$ cat src/rv_pkg.sv
package rv_pkg;

    // Pc value out of reset
    localparam logic [31:0] RESET_PC = 32'h0000_0000;

    // Funct7 values for the base and alternate ALU encodings
    localparam logic [6:0] F7_BASE = 7'b0000000;
    localparam logic [6:0] F7_ALT  = 7'b0100000;

    typedef enum logic [6:0] {
        OP_R      = 7'b0110011,
        OP_IMM    = 7'b0010011,
        OP_LOAD   = 7'b0000011,
        OP_JALR   = 7'b1100111,
        OP_STORE  = 7'b0100011,
        OP_BRANCH = 7'b1100011,
        OP_LUI    = 7'b0110111,
        OP_AUIPC  = 7'b0010111,
        OP_JAL    = 7'b1101111,
        OP_FENCE  = 7'b0001111,
        OP_SYSTEM = 7'b1110011
    } opcode_e;

    typedef enum logic [3:0] {
        ALU_ADD,
        ALU_SUB,
        ALU_SLL,
        ALU_SLT,
        ALU_SLTU,
        ALU_XOR,
        ALU_SRL,
        ALU_SRA,
        ALU_OR,
        ALU_AND,
        ALU_PASS_B
    } alu_op_e;

    typedef enum logic [2:0] {IMM_I, IMM_S, IMM_B, IMM_U, IMM_J} imm_sel_e;

    typedef enum logic [1:0] {RES_ALU, RES_LOAD, RES_PC4} result_sel_e;

    typedef struct packed {
        logic        reg_write;
        logic        mem_write;
        logic        mem_read;
        logic        jump;
        logic        branch;
        logic        jalr;
        logic        src_a_pc;
        logic        src_b_imm;
        alu_op_e     alu_op;
        imm_sel_e    imm_sel;
        result_sel_e result_sel;
        logic        halt;
        logic        illegal;
    } ctrl_t;

    typedef struct packed {
        logic [31:0] pc;
        logic [31:0] instr;
    } fetch_pkt_t;

    typedef struct packed {
        logic [31:0] pc;
        logic [31:0] rs1_val;
        logic [31:0] rs2_val;
        logic [31:0] imm;
        logic [4:0]  rd;
        logic [2:0]  funct3;
        ctrl_t       ctrl;
    } decode_pkt_t;

    // Wishbone classic master request and slave response
    typedef struct packed {
        logic        cyc;
        logic        stb;
        logic        we;
        logic [31:0] adr;
        logic [31:0] dat_w;
    } wb_req_t;

    typedef struct packed {
        logic        ack;
        logic [31:0] dat_r;
    } wb_rsp_t;

endpackage

$ cat src/alu.sv
`timescale 1ns/1ps

module alu
    import rv_pkg::*;
(
    input  alu_op_e     alu_op,
    input  logic [31:0] a,
    input  logic [31:0] b,
    output logic [31:0] result
);

    logic [4:0] shamt;

    assign shamt = b[4:0];

    always_comb begin
        case (alu_op)
            ALU_ADD:    result = a + b;
            ALU_SUB:    result = a - b;
            ALU_SLL:    result = a << shamt;
            ALU_SLT:    result = {31'd0, $signed(a) < $signed(b)};
            ALU_SLTU:   result = {31'd0, a < b};
            ALU_XOR:    result = a ^ b;
            ALU_SRL:    result = a >> shamt;
            // Arithmetic shift keeps the sign of a
            ALU_SRA:    result = $unsigned($signed(a) >>> shamt);
            ALU_OR:     result = a | b;
            ALU_AND:    result = a & b;
            // LUI passes the U immediate straight through
            ALU_PASS_B: result = b;
            default:    result = '0;
        endcase
    end

endmodule

$ cat src/decode_stage.sv
`timescale 1ns/1ps

module decode_stage
    import rv_pkg::*;
(
    input  logic        clk,
    input  logic        rst_n,
    input  logic        f_valid,
    output logic        f_ready,
    input  fetch_pkt_t  f_pkt,
    output logic [4:0]  rs1_addr,
    output logic [4:0]  rs2_addr,
    input  logic [31:0] rs1_data,
    input  logic [31:0] rs2_data,
    output logic        d_valid,
    input  logic        d_ready,
    output decode_pkt_t d_pkt
);

    logic [31:0] instr;
    logic [31:0] imm;
    ctrl_t       ctrl;
    logic        f_fire;

    assign instr    = f_pkt.instr;
    assign rs1_addr = instr[19:15];
    assign rs2_addr = instr[24:20];

    // Take a new word when the output slot is free or draining
    assign f_ready = !d_valid || d_ready;
    assign f_fire  = f_valid && f_ready;

    instr_decoder u_instr_decoder (
        .opcode      (instr[6:0]),
        .funct3      (instr[14:12]),
        .funct7      (instr[31:25]),
        .funct12_bit (instr[20]),
        .ctrl        (ctrl)
    );

    always_comb begin
        case (ctrl.imm_sel)
            IMM_S:   imm = {{20{instr[31]}}, instr[31:25], instr[11:7]};
            IMM_B:   imm = {{19{instr[31]}}, instr[31], instr[7], instr[30:25], instr[11:8], 1'b0};
            IMM_U:   imm = {instr[31:12], 12'd0};
            IMM_J:   imm = {{11{instr[31]}}, instr[31], instr[19:12], instr[20], instr[30:21], 1'b0};
            default: imm = {{20{instr[31]}}, instr[31:20]};
        endcase
    end

    always_ff @(posedge clk or negedge rst_n) begin
        if (!rst_n) begin
            d_valid <= 1'b0;
        end else if (f_fire) begin
            d_valid <= 1'b1;
        end else if (d_ready) begin
            d_valid <= 1'b0;
        end
    end

    always_ff @(posedge clk) begin
        if (f_fire) begin
            d_pkt.pc      <= f_pkt.pc;
            d_pkt.rs1_val <= rs1_data;
            d_pkt.rs2_val <= rs2_data;
            d_pkt.imm     <= imm;
            d_pkt.rd      <= instr[11:7];
            d_pkt.funct3  <= instr[14:12];
            d_pkt.ctrl    <= ctrl;
        end
    end

endmodule

$ cat src/execute_stage.sv
`timescale 1ns/1ps

module execute_stage
    import rv_pkg::*;
(
    input  logic        clk,
    input  logic        rst_n,
    input  logic        d_valid,
    output logic        d_ready,
    input  decode_pkt_t d_pkt,
    output wb_req_t     dbus_req,
    input  wb_rsp_t     dbus_rsp,
    output logic        wr_en,
    output logic [4:0]  wr_addr,
    output logic [31:0] wr_data,
    output logic        redirect_valid,
    output logic [31:0] next_pc,
    output logic        halted,
    output logic        illegal
);

    typedef enum logic {IDLE, MEM} exec_state_e;

    exec_state_e state;
    logic        d_fire;
    logic        is_mem;
    logic        taken;
    logic [31:0] op_a;
    logic [31:0] op_b;
    logic [31:0] alu_result;
    logic [31:0] pc_plus4;
    logic [31:0] target;
    logic [31:0] wb_data;
    logic        cyc_q;
    logic        we_q;
    logic        rw_q;
    logic [31:0] adr_q;
    logic [31:0] dat_w_q;

    assign d_ready = (state == IDLE);
    assign d_fire  = d_valid && d_ready;
    assign is_mem  = d_pkt.ctrl.mem_read || d_pkt.ctrl.mem_write;

    assign op_a = d_pkt.ctrl.src_a_pc ? d_pkt.pc : d_pkt.rs1_val;
    assign op_b = d_pkt.ctrl.src_b_imm ? d_pkt.imm : d_pkt.rs2_val;

    alu u_alu (
        .alu_op (d_pkt.ctrl.alu_op),
        .a      (op_a),
        .b      (op_b),
        .result (alu_result)
    );

    // Branch condition from funct3
    always_comb begin
        case (d_pkt.funct3)
            3'b000:  taken = (d_pkt.rs1_val == d_pkt.rs2_val);
            3'b001:  taken = (d_pkt.rs1_val != d_pkt.rs2_val);
            3'b100:  taken = ($signed(d_pkt.rs1_val) < $signed(d_pkt.rs2_val));
            3'b101:  taken = ($signed(d_pkt.rs1_val) >= $signed(d_pkt.rs2_val));
            3'b110:  taken = (d_pkt.rs1_val < d_pkt.rs2_val);
            3'b111:  taken = (d_pkt.rs1_val >= d_pkt.rs2_val);
            default: taken = 1'b0;
        endcase
    end

    assign pc_plus4 = d_pkt.pc + 32'd4;

    always_comb begin
        if (d_pkt.ctrl.jalr) begin
            target = {alu_result[31:1], 1'b0};
        end else if (d_pkt.ctrl.jump || (d_pkt.ctrl.branch && taken)) begin
            target = d_pkt.pc + d_pkt.imm;
        end else begin
            target = pc_plus4;
        end
    end

    assign wb_data = (d_pkt.ctrl.result_sel == RES_PC4) ? pc_plus4 : alu_result;

    always_ff @(posedge clk or negedge rst_n) begin
        if (!rst_n) begin
            state          <= IDLE;
            cyc_q          <= 1'b0;
            we_q           <= 1'b0;
            rw_q           <= 1'b0;
            wr_en          <= 1'b0;
            redirect_valid <= 1'b0;
            halted         <= 1'b0;
            illegal        <= 1'b0;
        end else begin
            wr_en          <= 1'b0;
            redirect_valid <= 1'b0;
            if (state == IDLE && d_fire) begin
                if (d_pkt.ctrl.halt) begin
                    halted  <= 1'b1;
                    illegal <= d_pkt.ctrl.illegal;
                end else if (is_mem) begin
                    state <= MEM;
                    cyc_q <= 1'b1;
                    we_q  <= d_pkt.ctrl.mem_write;
                    rw_q  <= d_pkt.ctrl.reg_write;
                end else begin
                    wr_en          <= d_pkt.ctrl.reg_write;
                    redirect_valid <= 1'b1;
                end
            end else if (state == MEM && dbus_rsp.ack) begin
                // Load data lands in the register file with the redirect
                state          <= IDLE;
                cyc_q          <= 1'b0;
                we_q           <= 1'b0;
                wr_en          <= rw_q;
                redirect_valid <= 1'b1;
            end
        end
    end

    always_ff @(posedge clk) begin
        if (d_fire) begin
            wr_addr <= d_pkt.rd;
            if (is_mem) begin
                next_pc <= pc_plus4;
                adr_q   <= alu_result;
                dat_w_q <= d_pkt.rs2_val;
            end else begin
                next_pc <= target;
                wr_data <= wb_data;
            end
        end else if (state == MEM && dbus_rsp.ack) begin
            wr_data <= dbus_rsp.dat_r;
        end
    end

    assign dbus_req = '{cyc: cyc_q, stb: cyc_q, we: we_q, adr: adr_q, dat_w: dat_w_q};

endmodule

$ cat src/fetch_stage.sv
`timescale 1ns/1ps

module fetch_stage
    import rv_pkg::*;
(
    input  logic        clk,
    input  logic        rst_n,
    output wb_req_t     ibus_req,
    input  wb_rsp_t     ibus_rsp,
    output logic        f_valid,
    input  logic        f_ready,
    output fetch_pkt_t  f_pkt,
    input  logic        redirect_valid,
    input  logic [31:0] next_pc
);

    typedef enum logic [1:0] {BUS, HOLD, WAIT} fetch_state_e;

    fetch_state_e state;
    logic         cyc_q;
    logic [31:0]  pc_q;
    logic [31:0]  instr_q;

    always_ff @(posedge clk or negedge rst_n) begin
        if (!rst_n) begin
            state <= BUS;
            cyc_q <= 1'b0;
            pc_q  <= RESET_PC;
        end else begin
            case (state)
                BUS: begin
                    // Idle bus in BUS only happens right after reset
                    if (!cyc_q) begin
                        cyc_q <= 1'b1;
                    end else if (ibus_rsp.ack) begin
                        cyc_q <= 1'b0;
                        state <= HOLD;
                    end
                end
                HOLD: if (f_ready) state <= WAIT;
                // Stays here for good once a halting instruction retires
                WAIT: begin
                    if (redirect_valid) begin
                        pc_q  <= next_pc;
                        cyc_q <= 1'b1;
                        state <= BUS;
                    end
                end
                default: state <= BUS;
            endcase
        end
    end

    always_ff @(posedge clk) begin
        if (state == BUS && cyc_q && ibus_rsp.ack) instr_q <= ibus_rsp.dat_r;
    end

    assign ibus_req = '{cyc: cyc_q, stb: cyc_q, we: 1'b0, adr: pc_q, dat_w: '0};
    assign f_valid  = (state == HOLD);
    assign f_pkt    = '{pc: pc_q, instr: instr_q};

endmodule

$ cat src/instr_decoder.sv
`timescale 1ns/1ps

module instr_decoder
    import rv_pkg::*;
(
    input  logic [6:0] opcode,
    input  logic [2:0] funct3,
    input  logic [6:0] funct7,
    input  logic       funct12_bit,
    output ctrl_t      ctrl
);

    always_comb begin
        ctrl            = '0;
        ctrl.alu_op     = ALU_ADD;
        ctrl.imm_sel    = IMM_I;
        ctrl.result_sel = RES_ALU;

        // Pattern is opcode, funct3, funct7, then instruction bit 20
        casez ({opcode, funct3, funct7, funct12_bit})
            {OP_LUI, 11'b?}: begin
                ctrl.reg_write = 1'b1;
                ctrl.src_b_imm = 1'b1;
                ctrl.alu_op    = ALU_PASS_B;
                ctrl.imm_sel   = IMM_U;
            end
            {OP_AUIPC, 11'b?}: begin
                ctrl.reg_write = 1'b1;
                ctrl.src_a_pc  = 1'b1;
                ctrl.src_b_imm = 1'b1;
                ctrl.imm_sel   = IMM_U;
            end
            {OP_JAL, 11'b?}: begin
                ctrl.reg_write  = 1'b1;
                ctrl.jump       = 1'b1;
                ctrl.imm_sel    = IMM_J;
                ctrl.result_sel = RES_PC4;
            end
            {OP_JALR, 3'b000, 8'b?}: begin
                ctrl.reg_write  = 1'b1;
                ctrl.jump       = 1'b1;
                ctrl.jalr       = 1'b1;
                ctrl.src_b_imm  = 1'b1;
                ctrl.result_sel = RES_PC4;
            end
            // BEQ, BNE and the four ordered compares
            {OP_BRANCH, 3'b00?, 8'b?},
            {OP_BRANCH, 3'b1??, 8'b?}: begin
                ctrl.branch  = 1'b1;
                ctrl.imm_sel = IMM_B;
            end
            {OP_LOAD, 3'b010, 8'b?}: begin
                ctrl.reg_write  = 1'b1;
                ctrl.mem_read   = 1'b1;
                ctrl.src_b_imm  = 1'b1;
                ctrl.result_sel = RES_LOAD;
            end
            {OP_STORE, 3'b010, 8'b?}: begin
                ctrl.mem_write = 1'b1;
                ctrl.src_b_imm = 1'b1;
                ctrl.imm_sel   = IMM_S;
            end
            // ALU operation for the register and immediate forms
            {OP_R, 3'b000, F7_BASE, 1'b?}, {OP_IMM, 3'b000, 8'b?}: ctrl.alu_op = ALU_ADD;
            {OP_R, 3'b000, F7_ALT, 1'b?}: ctrl.alu_op = ALU_SUB;
            {OP_R, 3'b001, F7_BASE, 1'b?}, {OP_IMM, 3'b001, F7_BASE, 1'b?}: ctrl.alu_op = ALU_SLL;
            {OP_R, 3'b010, F7_BASE, 1'b?}, {OP_IMM, 3'b010, 8'b?}: ctrl.alu_op = ALU_SLT;
            {OP_R, 3'b011, F7_BASE, 1'b?}, {OP_IMM, 3'b011, 8'b?}: ctrl.alu_op = ALU_SLTU;
            {OP_R, 3'b100, F7_BASE, 1'b?}, {OP_IMM, 3'b100, 8'b?}: ctrl.alu_op = ALU_XOR;
            {OP_R, 3'b101, F7_BASE, 1'b?}, {OP_IMM, 3'b101, F7_BASE, 1'b?}: ctrl.alu_op = ALU_SRL;
            {OP_R, 3'b101, F7_ALT, 1'b?}, {OP_IMM, 3'b101, F7_ALT, 1'b?}: ctrl.alu_op = ALU_SRA;
            {OP_R, 3'b110, F7_BASE, 1'b?}, {OP_IMM, 3'b110, 8'b?}: ctrl.alu_op = ALU_OR;
            {OP_R, 3'b111, F7_BASE, 1'b?}, {OP_IMM, 3'b111, 8'b?}: ctrl.alu_op = ALU_AND;
            // Fence retires with no side effect
            {OP_FENCE, 3'b000, 8'b?}: ctrl.halt = 1'b0;
            // ECALL
            {OP_SYSTEM, 3'b000, F7_BASE, 1'b0}: ctrl.halt = 1'b1;
            // EBREAK
            {OP_SYSTEM, 3'b000, F7_BASE, 1'b1}: ctrl.halt = 1'b1;
            default: begin
                ctrl.halt    = 1'b1;
                ctrl.illegal = 1'b1;
            end
        endcase

        // Common controls for a legal ALU instruction
        if ((opcode == OP_R || opcode == OP_IMM) && !ctrl.illegal) begin
            ctrl.reg_write = 1'b1;
            ctrl.src_b_imm = (opcode == OP_IMM);
        end
    end

endmodule

$ cat src/reg_file.sv
`timescale 1ns/1ps

module reg_file (
    input  logic        clk,
    input  logic        rst_n,
    input  logic [4:0]  rs1_addr,
    input  logic [4:0]  rs2_addr,
    output logic [31:0] rs1_data,
    output logic [31:0] rs2_data,
    input  logic        wr_en,
    input  logic [4:0]  wr_addr,
    input  logic [31:0] wr_data
);

    logic [31:0] regs [32];

    always_ff @(posedge clk or negedge rst_n) begin
        if (!rst_n) begin
            for (int i = 0; i < 32; i++) begin
                regs[i] <= '0;
            end
        end else if (wr_en && wr_addr != 5'd0) begin
            regs[wr_addr] <= wr_data;
        end
    end

    // x0 always reads as zero
    assign rs1_data = (rs1_addr == 5'd0) ? '0 : regs[rs1_addr];
    assign rs2_data = (rs2_addr == 5'd0) ? '0 : regs[rs2_addr];

endmodule

$ cat src/rv_core.sv
`timescale 1ns/1ps

module rv_core
    import rv_pkg::*;
(
    input  logic    clk,
    input  logic    rst_n,
    output wb_req_t ibus_req,
    input  wb_rsp_t ibus_rsp,
    output wb_req_t dbus_req,
    input  wb_rsp_t dbus_rsp,
    output logic    halted,
    output logic    illegal
);

    logic        f_valid;
    logic        f_ready;
    fetch_pkt_t  f_pkt;
    logic        d_valid;
    logic        d_ready;
    decode_pkt_t d_pkt;
    logic [4:0]  rs1_addr;
    logic [4:0]  rs2_addr;
    logic [31:0] rs1_data;
    logic [31:0] rs2_data;
    logic        wr_en;
    logic [4:0]  wr_addr;
    logic [31:0] wr_data;
    logic        redirect_valid;
    logic [31:0] next_pc;

    fetch_stage u_fetch_stage (
        .clk(clk), .rst_n(rst_n),
        .ibus_req(ibus_req), .ibus_rsp(ibus_rsp),
        .f_valid(f_valid), .f_ready(f_ready), .f_pkt(f_pkt),
        .redirect_valid(redirect_valid), .next_pc(next_pc)
    );

    decode_stage u_decode_stage (
        .clk(clk), .rst_n(rst_n),
        .f_valid(f_valid), .f_ready(f_ready), .f_pkt(f_pkt),
        .rs1_addr(rs1_addr), .rs2_addr(rs2_addr),
        .rs1_data(rs1_data), .rs2_data(rs2_data),
        .d_valid(d_valid), .d_ready(d_ready), .d_pkt(d_pkt)
    );

    execute_stage u_execute_stage (
        .clk(clk), .rst_n(rst_n),
        .d_valid(d_valid), .d_ready(d_ready), .d_pkt(d_pkt),
        .dbus_req(dbus_req), .dbus_rsp(dbus_rsp),
        .wr_en(wr_en), .wr_addr(wr_addr), .wr_data(wr_data),
        .redirect_valid(redirect_valid), .next_pc(next_pc),
        .halted(halted), .illegal(illegal)
    );

    reg_file u_reg_file (
        .clk(clk), .rst_n(rst_n),
        .rs1_addr(rs1_addr), .rs2_addr(rs2_addr),
        .rs1_data(rs1_data), .rs2_data(rs2_data),
        .wr_en(wr_en), .wr_addr(wr_addr), .wr_data(wr_data)
    );

endmodule

$ cat config.mk
export PLATFORM = sky130hd
export DESIGN_NAME = rv_core
export DESIGN_NICKNAME = d
export VERILOG_FILES = /design/src/rv_pkg.sv /design/src/alu.sv /design/src/decode_stage.sv /design/src/execute_stage.sv /design/src/fetch_stage.sv /design/src/instr_decoder.sv /design/src/reg_file.sv /design/src/rv_core.sv
export SDC_FILE = /design/constraint.sdc
export NUM_CORES = 2
export LEC_CHECK = 0
export BUFFER_PORTS_ARGS = -buffer_cell sky130_fd_sc_hd__buf_4
export CORE_ASPECT_RATIO = 1.75
export CORE_UTILIZATION = 64
export DETAILED_ROUTE_END_ITERATION = 10
export GPL_TIMING_DRIVEN = 1
export HOLD_SLACK_MARGIN = 0.1
export PLACE_DENSITY = 0.87
export SETUP_SLACK_MARGIN = 0.2
export SKIP_CTS_REPAIR_TIMING = 1
export SLEW_MARGIN = 10
export SYNTH_ARGS = -nofsm -noshare
export SYNTH_HDL_FRONTEND = slang
export SYNTH_SLANG_ARGS = --single-unit
$ cat constraint.sdc
create_clock -name clk -period 24.8 [get_ports clk]
set_input_delay 4.96 -clock clk [delete_from_list [all_inputs] [get_ports clk]]
set_output_delay 4.96 -clock clk [all_outputs]
set_load 0.01 [all_outputs]
==> summary.md <==
| Metric | Value |
|---|---|
| Launching element type of the critical path | primary input |
| Post-layout minimum cycle time | 7.58 ns |
| Vias per inst | around 7.7 |
| Netlist Area Pre-Place | between 80,000 and 90,000 um^2 |
| Final count of hold timing violations | 0 |
| Number of antenna violations at the first check in global routing | 9 |
| Sequential share of the synthesized area | 44.9% |
| Final Cycle Share | roughly 30% |
| HP Class | reg2reg |
| Post-detailed-route count of antenna-violating nets | 0 |
| Last weighted congestion value of the routability-driven placer | between 1 and 1.5 |
| Total CTS buffers | between 100 and 150 |
| Worst VDD drop | about 0.00019 V |
| Buffers from clock root to sink, at most | 3 |
| Number of instances in the synthesized netlist | ~6.0k |
| Signal arrival time at the worst endpoint | 8.32 ns |
| Run status | complete, but fails checks |
| Overall routing resource usage | between 40% and 50% |
| Initial standard-cell utilization of the core | about 64% |
| Most used cell, CP | sky130_fd_sc_hd__buf_4 |
| Max Cap Viol | 2 |
| Max transition margin | -1.22% |
| WL/cell | about 39 um |
| Placeable core region | about 130,000 um^2 |
| Final global-route overflow total | 0 |
| Maximum clock frequency | approximately 130 MHz |
| Site row count | between 150 and 200 |
| Main flop type after synthesis | sky130_fd_sc_hd__dfrtp_1 |
| Area of the die | approximately 130,000 um^2 |
| Stage delay of the slowest cell on the critical path | 0.88 ns |
| Worst Slack Setup Final | about 17 ns |
| Critical path endpoint category | async pin |
| Tightest Pin Transition | ~1.5 ns |
| Post-Place Worst Slack | ~16 ns |
| Count of flip-flops with a built-in enable after synthesis | ~320 |
| Number of setup violations in the final report | 0 |
| Final Hold Slack | around 0.40 ns |
| Max Clock Skew | 0.0344 ns |
| Clock Pin Slew Worst Setup and Hold Paths | 0.07 ns |
| WL final | ~300,000 um |
| Family with the most delay on the worst path | buffers and inverters |
| Leakage | ~0.039 uW |
| Global-route wire length before repair | around 430,000 um |
| Share of cells above drive strength 1 | 39.2% |
| Maximum number of pins on one net before global-route repair | 213 |
| Count of pins on the block boundary | between 200 and 250 |
| Initial DRC Count | approximately 6.8k |
| Post-DP HPWL | roughly 190,000 um |
| Yosys warns | 0 |
| Violations in the final reports | DRC, capacitance limit, slew limit |
| Critical Path Fanout Max | 200 |
| Net Switching | 2900 uW |
| Die X | roughly 270 um |
| DRC viols | 2 |
| Number of global-route vias before repair | between 60k and 70k |
| CP Class | in2async |
| Internal portion of total power | around 4600 uW |
| Detailed-router iteration count before antenna repair | 11 |
| Slowest cell on the critical path | sky130_fd_sc_hd__buf_4 |
| Syn Area/Cell | 13.4 um^2 |
| Clock tree from TritonCTS | yes |
| Synth unique cells | 98 |
| Die height | approximately 470 um |
| Insertion delay of the later-clocked pin in the worst-skew pair | 0.80 ns |
| Part of the power in registers | 37.3% |
| Via count | 59.0k |
| Share of async-settable or async-resettable flops after synthesis | 77.1% |
| Crit path cell chain | buf_8 > buf_4 > buf_4 > buf_12 |
| Final max-slew violation count | 7 |
| Unrepaired setup endpoints after global routing | false |
| Total of buffers placed on input and output ports | 170 |
| Area growth from synthesis to layout | 8.41% |
| Comb pwr share | 35.4% |
| Share of total power consumed by net switching | between 30% and 40% |
| Root buffer cell | sky130_fd_sc_hd__clkbuf_16 |
| Number of nets in the finished design | just over 6k |
| H-Tree Depth | 3 |
| Number of clock sinks | 1,384 |
| Part of the power in the clock network | a little over a quarter |
| #FFs+latches synth | around 1.4k |
| Buf+Inv Stages, Crit Path | 4 |
| Pwr per Cell Area | ~86 nW/um^2 |
| Aggregate negative setup slack | 0 ns |
| Required @ worst endpoint | about 26 ns |
metrics by stage:
| step | instance area [um^2] | std cells | total power [uW] | utilization (%) |
|---|---|---|---|---|
| after floorplan | 80800 | 6032 | 4320 | - |
| after global placement | 83100 | 7410 | 5340 | 66.4 |
| after detailed placement | 83100 | 7411 | 5350 | 66.4 |
| after CTS | 87400 | 7636 | 7370 | 69.8 |
| after global routing | 87400 | 7642 | 7650 | 69.8 |
| final | 87400 | 7646 | 7480 | 69.8 |
layout by cell type, fill, tap and decap left out, types with 161 or more instances in the layout:
cell	count
sky130_fd_sc_hd__mux2_2	1048
sky130_fd_sc_hd__ha_1	161
sky130_fd_sc_hd__inv_1	161
sky130_fd_sc_hd__mux4_2	645
sky130_fd_sc_hd__edfxtp_1	317
sky130_fd_sc_hd__buf_4	329
sky130_fd_sc_hd__a21oi_1	163
sky130_fd_sc_hd__mux2i_1	234
sky130_fd_sc_hd__nand2_1	216
sky130_fd_sc_hd__nor2_1	257
sky130_fd_sc_hd__dfrtp_1	1067
layout make-up:
type	count	area (um^2)
Multi-Input combinational cell	3867	41600
Fill cell	8059	37800
Sequential cell	1384	36200
Clock buffer	180	3640
Timing Repair Buffer	340	2670
Tap cell	1653	2070
Inverter	168	633
Clock inverter	45	618
Antenna cell	9	22.5
kinds of logic (layout without fill, tap and decap cells):
logic type,Yosys count,in the layout,synth area share (%)
other,1,42,0.00465
and+or+nand+nor,853,853,4.99
xor gates and xnor gates,62,62,0.673
buffers and inverters,781,733,4.10
adders and majority gates,164,164,2.57
AOI/OAI and AO/OA,811,811,6.87
muxes,1944,1944,35.9
DFF,1384,1384,44.9
synth_stat cells (27+ instances only):
cell / number / share of area, %
sky130_fd_sc_hd__dfrtp_1: 1067 / 33
sky130_fd_sc_hd__mux2_2: 1048 / 15
sky130_fd_sc_hd__mux4_2: 645 / 18
sky130_fd_sc_hd__clkbuf_1: 396 / 1.8
sky130_fd_sc_hd__edfxtp_1: 317 / 12
sky130_fd_sc_hd__nor2_1: 274 / 1.3
sky130_fd_sc_hd__mux2i_1: 236 / 2.9
sky130_fd_sc_hd__nand2_1: 230 / 1.1
sky130_fd_sc_hd__a21oi_1: 165 / 1.0
sky130_fd_sc_hd__inv_1: 164 / 0.76
sky130_fd_sc_hd__ha_1: 161 / 2.5
sky130_fd_sc_hd__o21ai_0: 153 / 0.95
sky130_fd_sc_hd__buf_1: 118 / 0.55
sky130_fd_sc_hd__buf_4: 77 / 0.72
sky130_fd_sc_hd__nand3_1: 72 / 0.45
sky130_fd_sc_hd__a21o_1: 67 / 0.62
sky130_fd_sc_hd__nor3_1: 63 / 0.39
sky130_fd_sc_hd__o22ai_1: 50 / 0.39
sky130_fd_sc_hd__xnor2_1: 41 / 0.45
sky130_fd_sc_hd__a211oi_1: 39 / 0.36
sky130_fd_sc_hd__o211ai_1: 38 / 0.35
sky130_fd_sc_hd__nand2b_1: 31 / 0.24
sky130_fd_sc_hd__nor2b_1: 29 / 0.22
sky130_fd_sc_hd__a22oi_1: 27 / 0.25
worst register-to-register path: stages, from the launching register on:
cell and delay [ns]:
sky130_fd_sc_hd__edfxtp_1 0.33, sky130_fd_sc_hd__buf_4 0.59, sky130_fd_sc_hd__mux2i_4 0.38, sky130_fd_sc_hd__buf_4 0.68
sky130_fd_sc_hd__inv_4 0.51, sky130_fd_sc_hd__ha_1 0.40, sky130_fd_sc_hd__fa_1 0.49, sky130_fd_sc_hd__o21bai_1 0.23
sky130_fd_sc_hd__o2111ai_1 0.21, sky130_fd_sc_hd__a211oi_1 0.53, sky130_fd_sc_hd__o31ai_2 0.12, sky130_fd_sc_hd__buf_4 0.22
sky130_fd_sc_hd__o31a_1 0.32, sky130_fd_sc_hd__o31a_1 0.26, sky130_fd_sc_hd__o211a_1 0.20, sky130_fd_sc_hd__o21ai_0 0.76
sky130_fd_sc_hd__a22oi_1 0.20, sky130_fd_sc_hd__o21ai_0 0.16
per-layer routing:
| layer | up-vias | global-route usage, % | routed length [um] |
|---|---|---|---|
| li1 | 22665 | - | - |
| met1 | 29951 | 52.7 | 93300 |
| met2 | 4656 | 74.2 | 140000 |
| met3 | 1745 | 10.7 | 28800 |
| met4 | 4 | 46.6 | 37000 |
| met5 | - | 0 | 23 |
power by group through the flow:
stage / registers, uW / logic, uW / clock network [uW]
2_1_floorplan: 2710 / 1610 / 0
3_3_place_gp: 2800 / 2540 / 0
3_5_place_dp: 2810 / 2540 / 0
4_1_cts: 2770 / 2550 / 2040
5_1_grt: 2790 / 2730 / 2120
6_report: 2790 / 2650 / 2050
flip-flops by register name (all words and copies together), names as in the netlist:
register,count
u_execute_stage.wr_data,32
u_execute_stage.redirect_valid,1
u_decode_stage.d_valid,1
u_execute_stage.dat_w_q,32
u_execute_stage.we_q,1
u_fetch_stage.pc_q,32
u_execute_stage.rw_q,1
u_fetch_stage.state,2
u_fetch_stage.instr_q,32
u_execute_stage.illegal,1
u_decode_stage.d_pkt,152
u_execute_stage.wr_en,1
u_execute_stage.state,1
u_execute_stage.halted,1
u_execute_stage.wr_addr,5
u_execute_stage.adr_q,32
u_fetch_stage.cyc_q,1
u_reg_file.regs,1024
u_execute_stage.next_pc,32
path summary, 6_finish.rpt:
kind	start	endpoint	slack (ns)	cells past startpoint
min in group asynchronous	rst_n	u_fetch_stage.pc_q[28]	4.12	1
setup reg to reg	u_decode_stage.d_pkt[11]	u_execute_stage.next_pc[18]	18.03	17
setup / recovery	rst_n	u_reg_file.regs[223]	17.22	4
hold / removal	u_reg_file.regs[1013]	u_reg_file.regs[1013]	0.40	0
max in group clk	u_decode_stage.d_pkt[11]	u_execute_stage.next_pc[18]	18.03	17
hold reg to reg	u_reg_file.regs[1013]	u_reg_file.regs[1013]	0.40	0
Power figures use the tool's default switching activity.
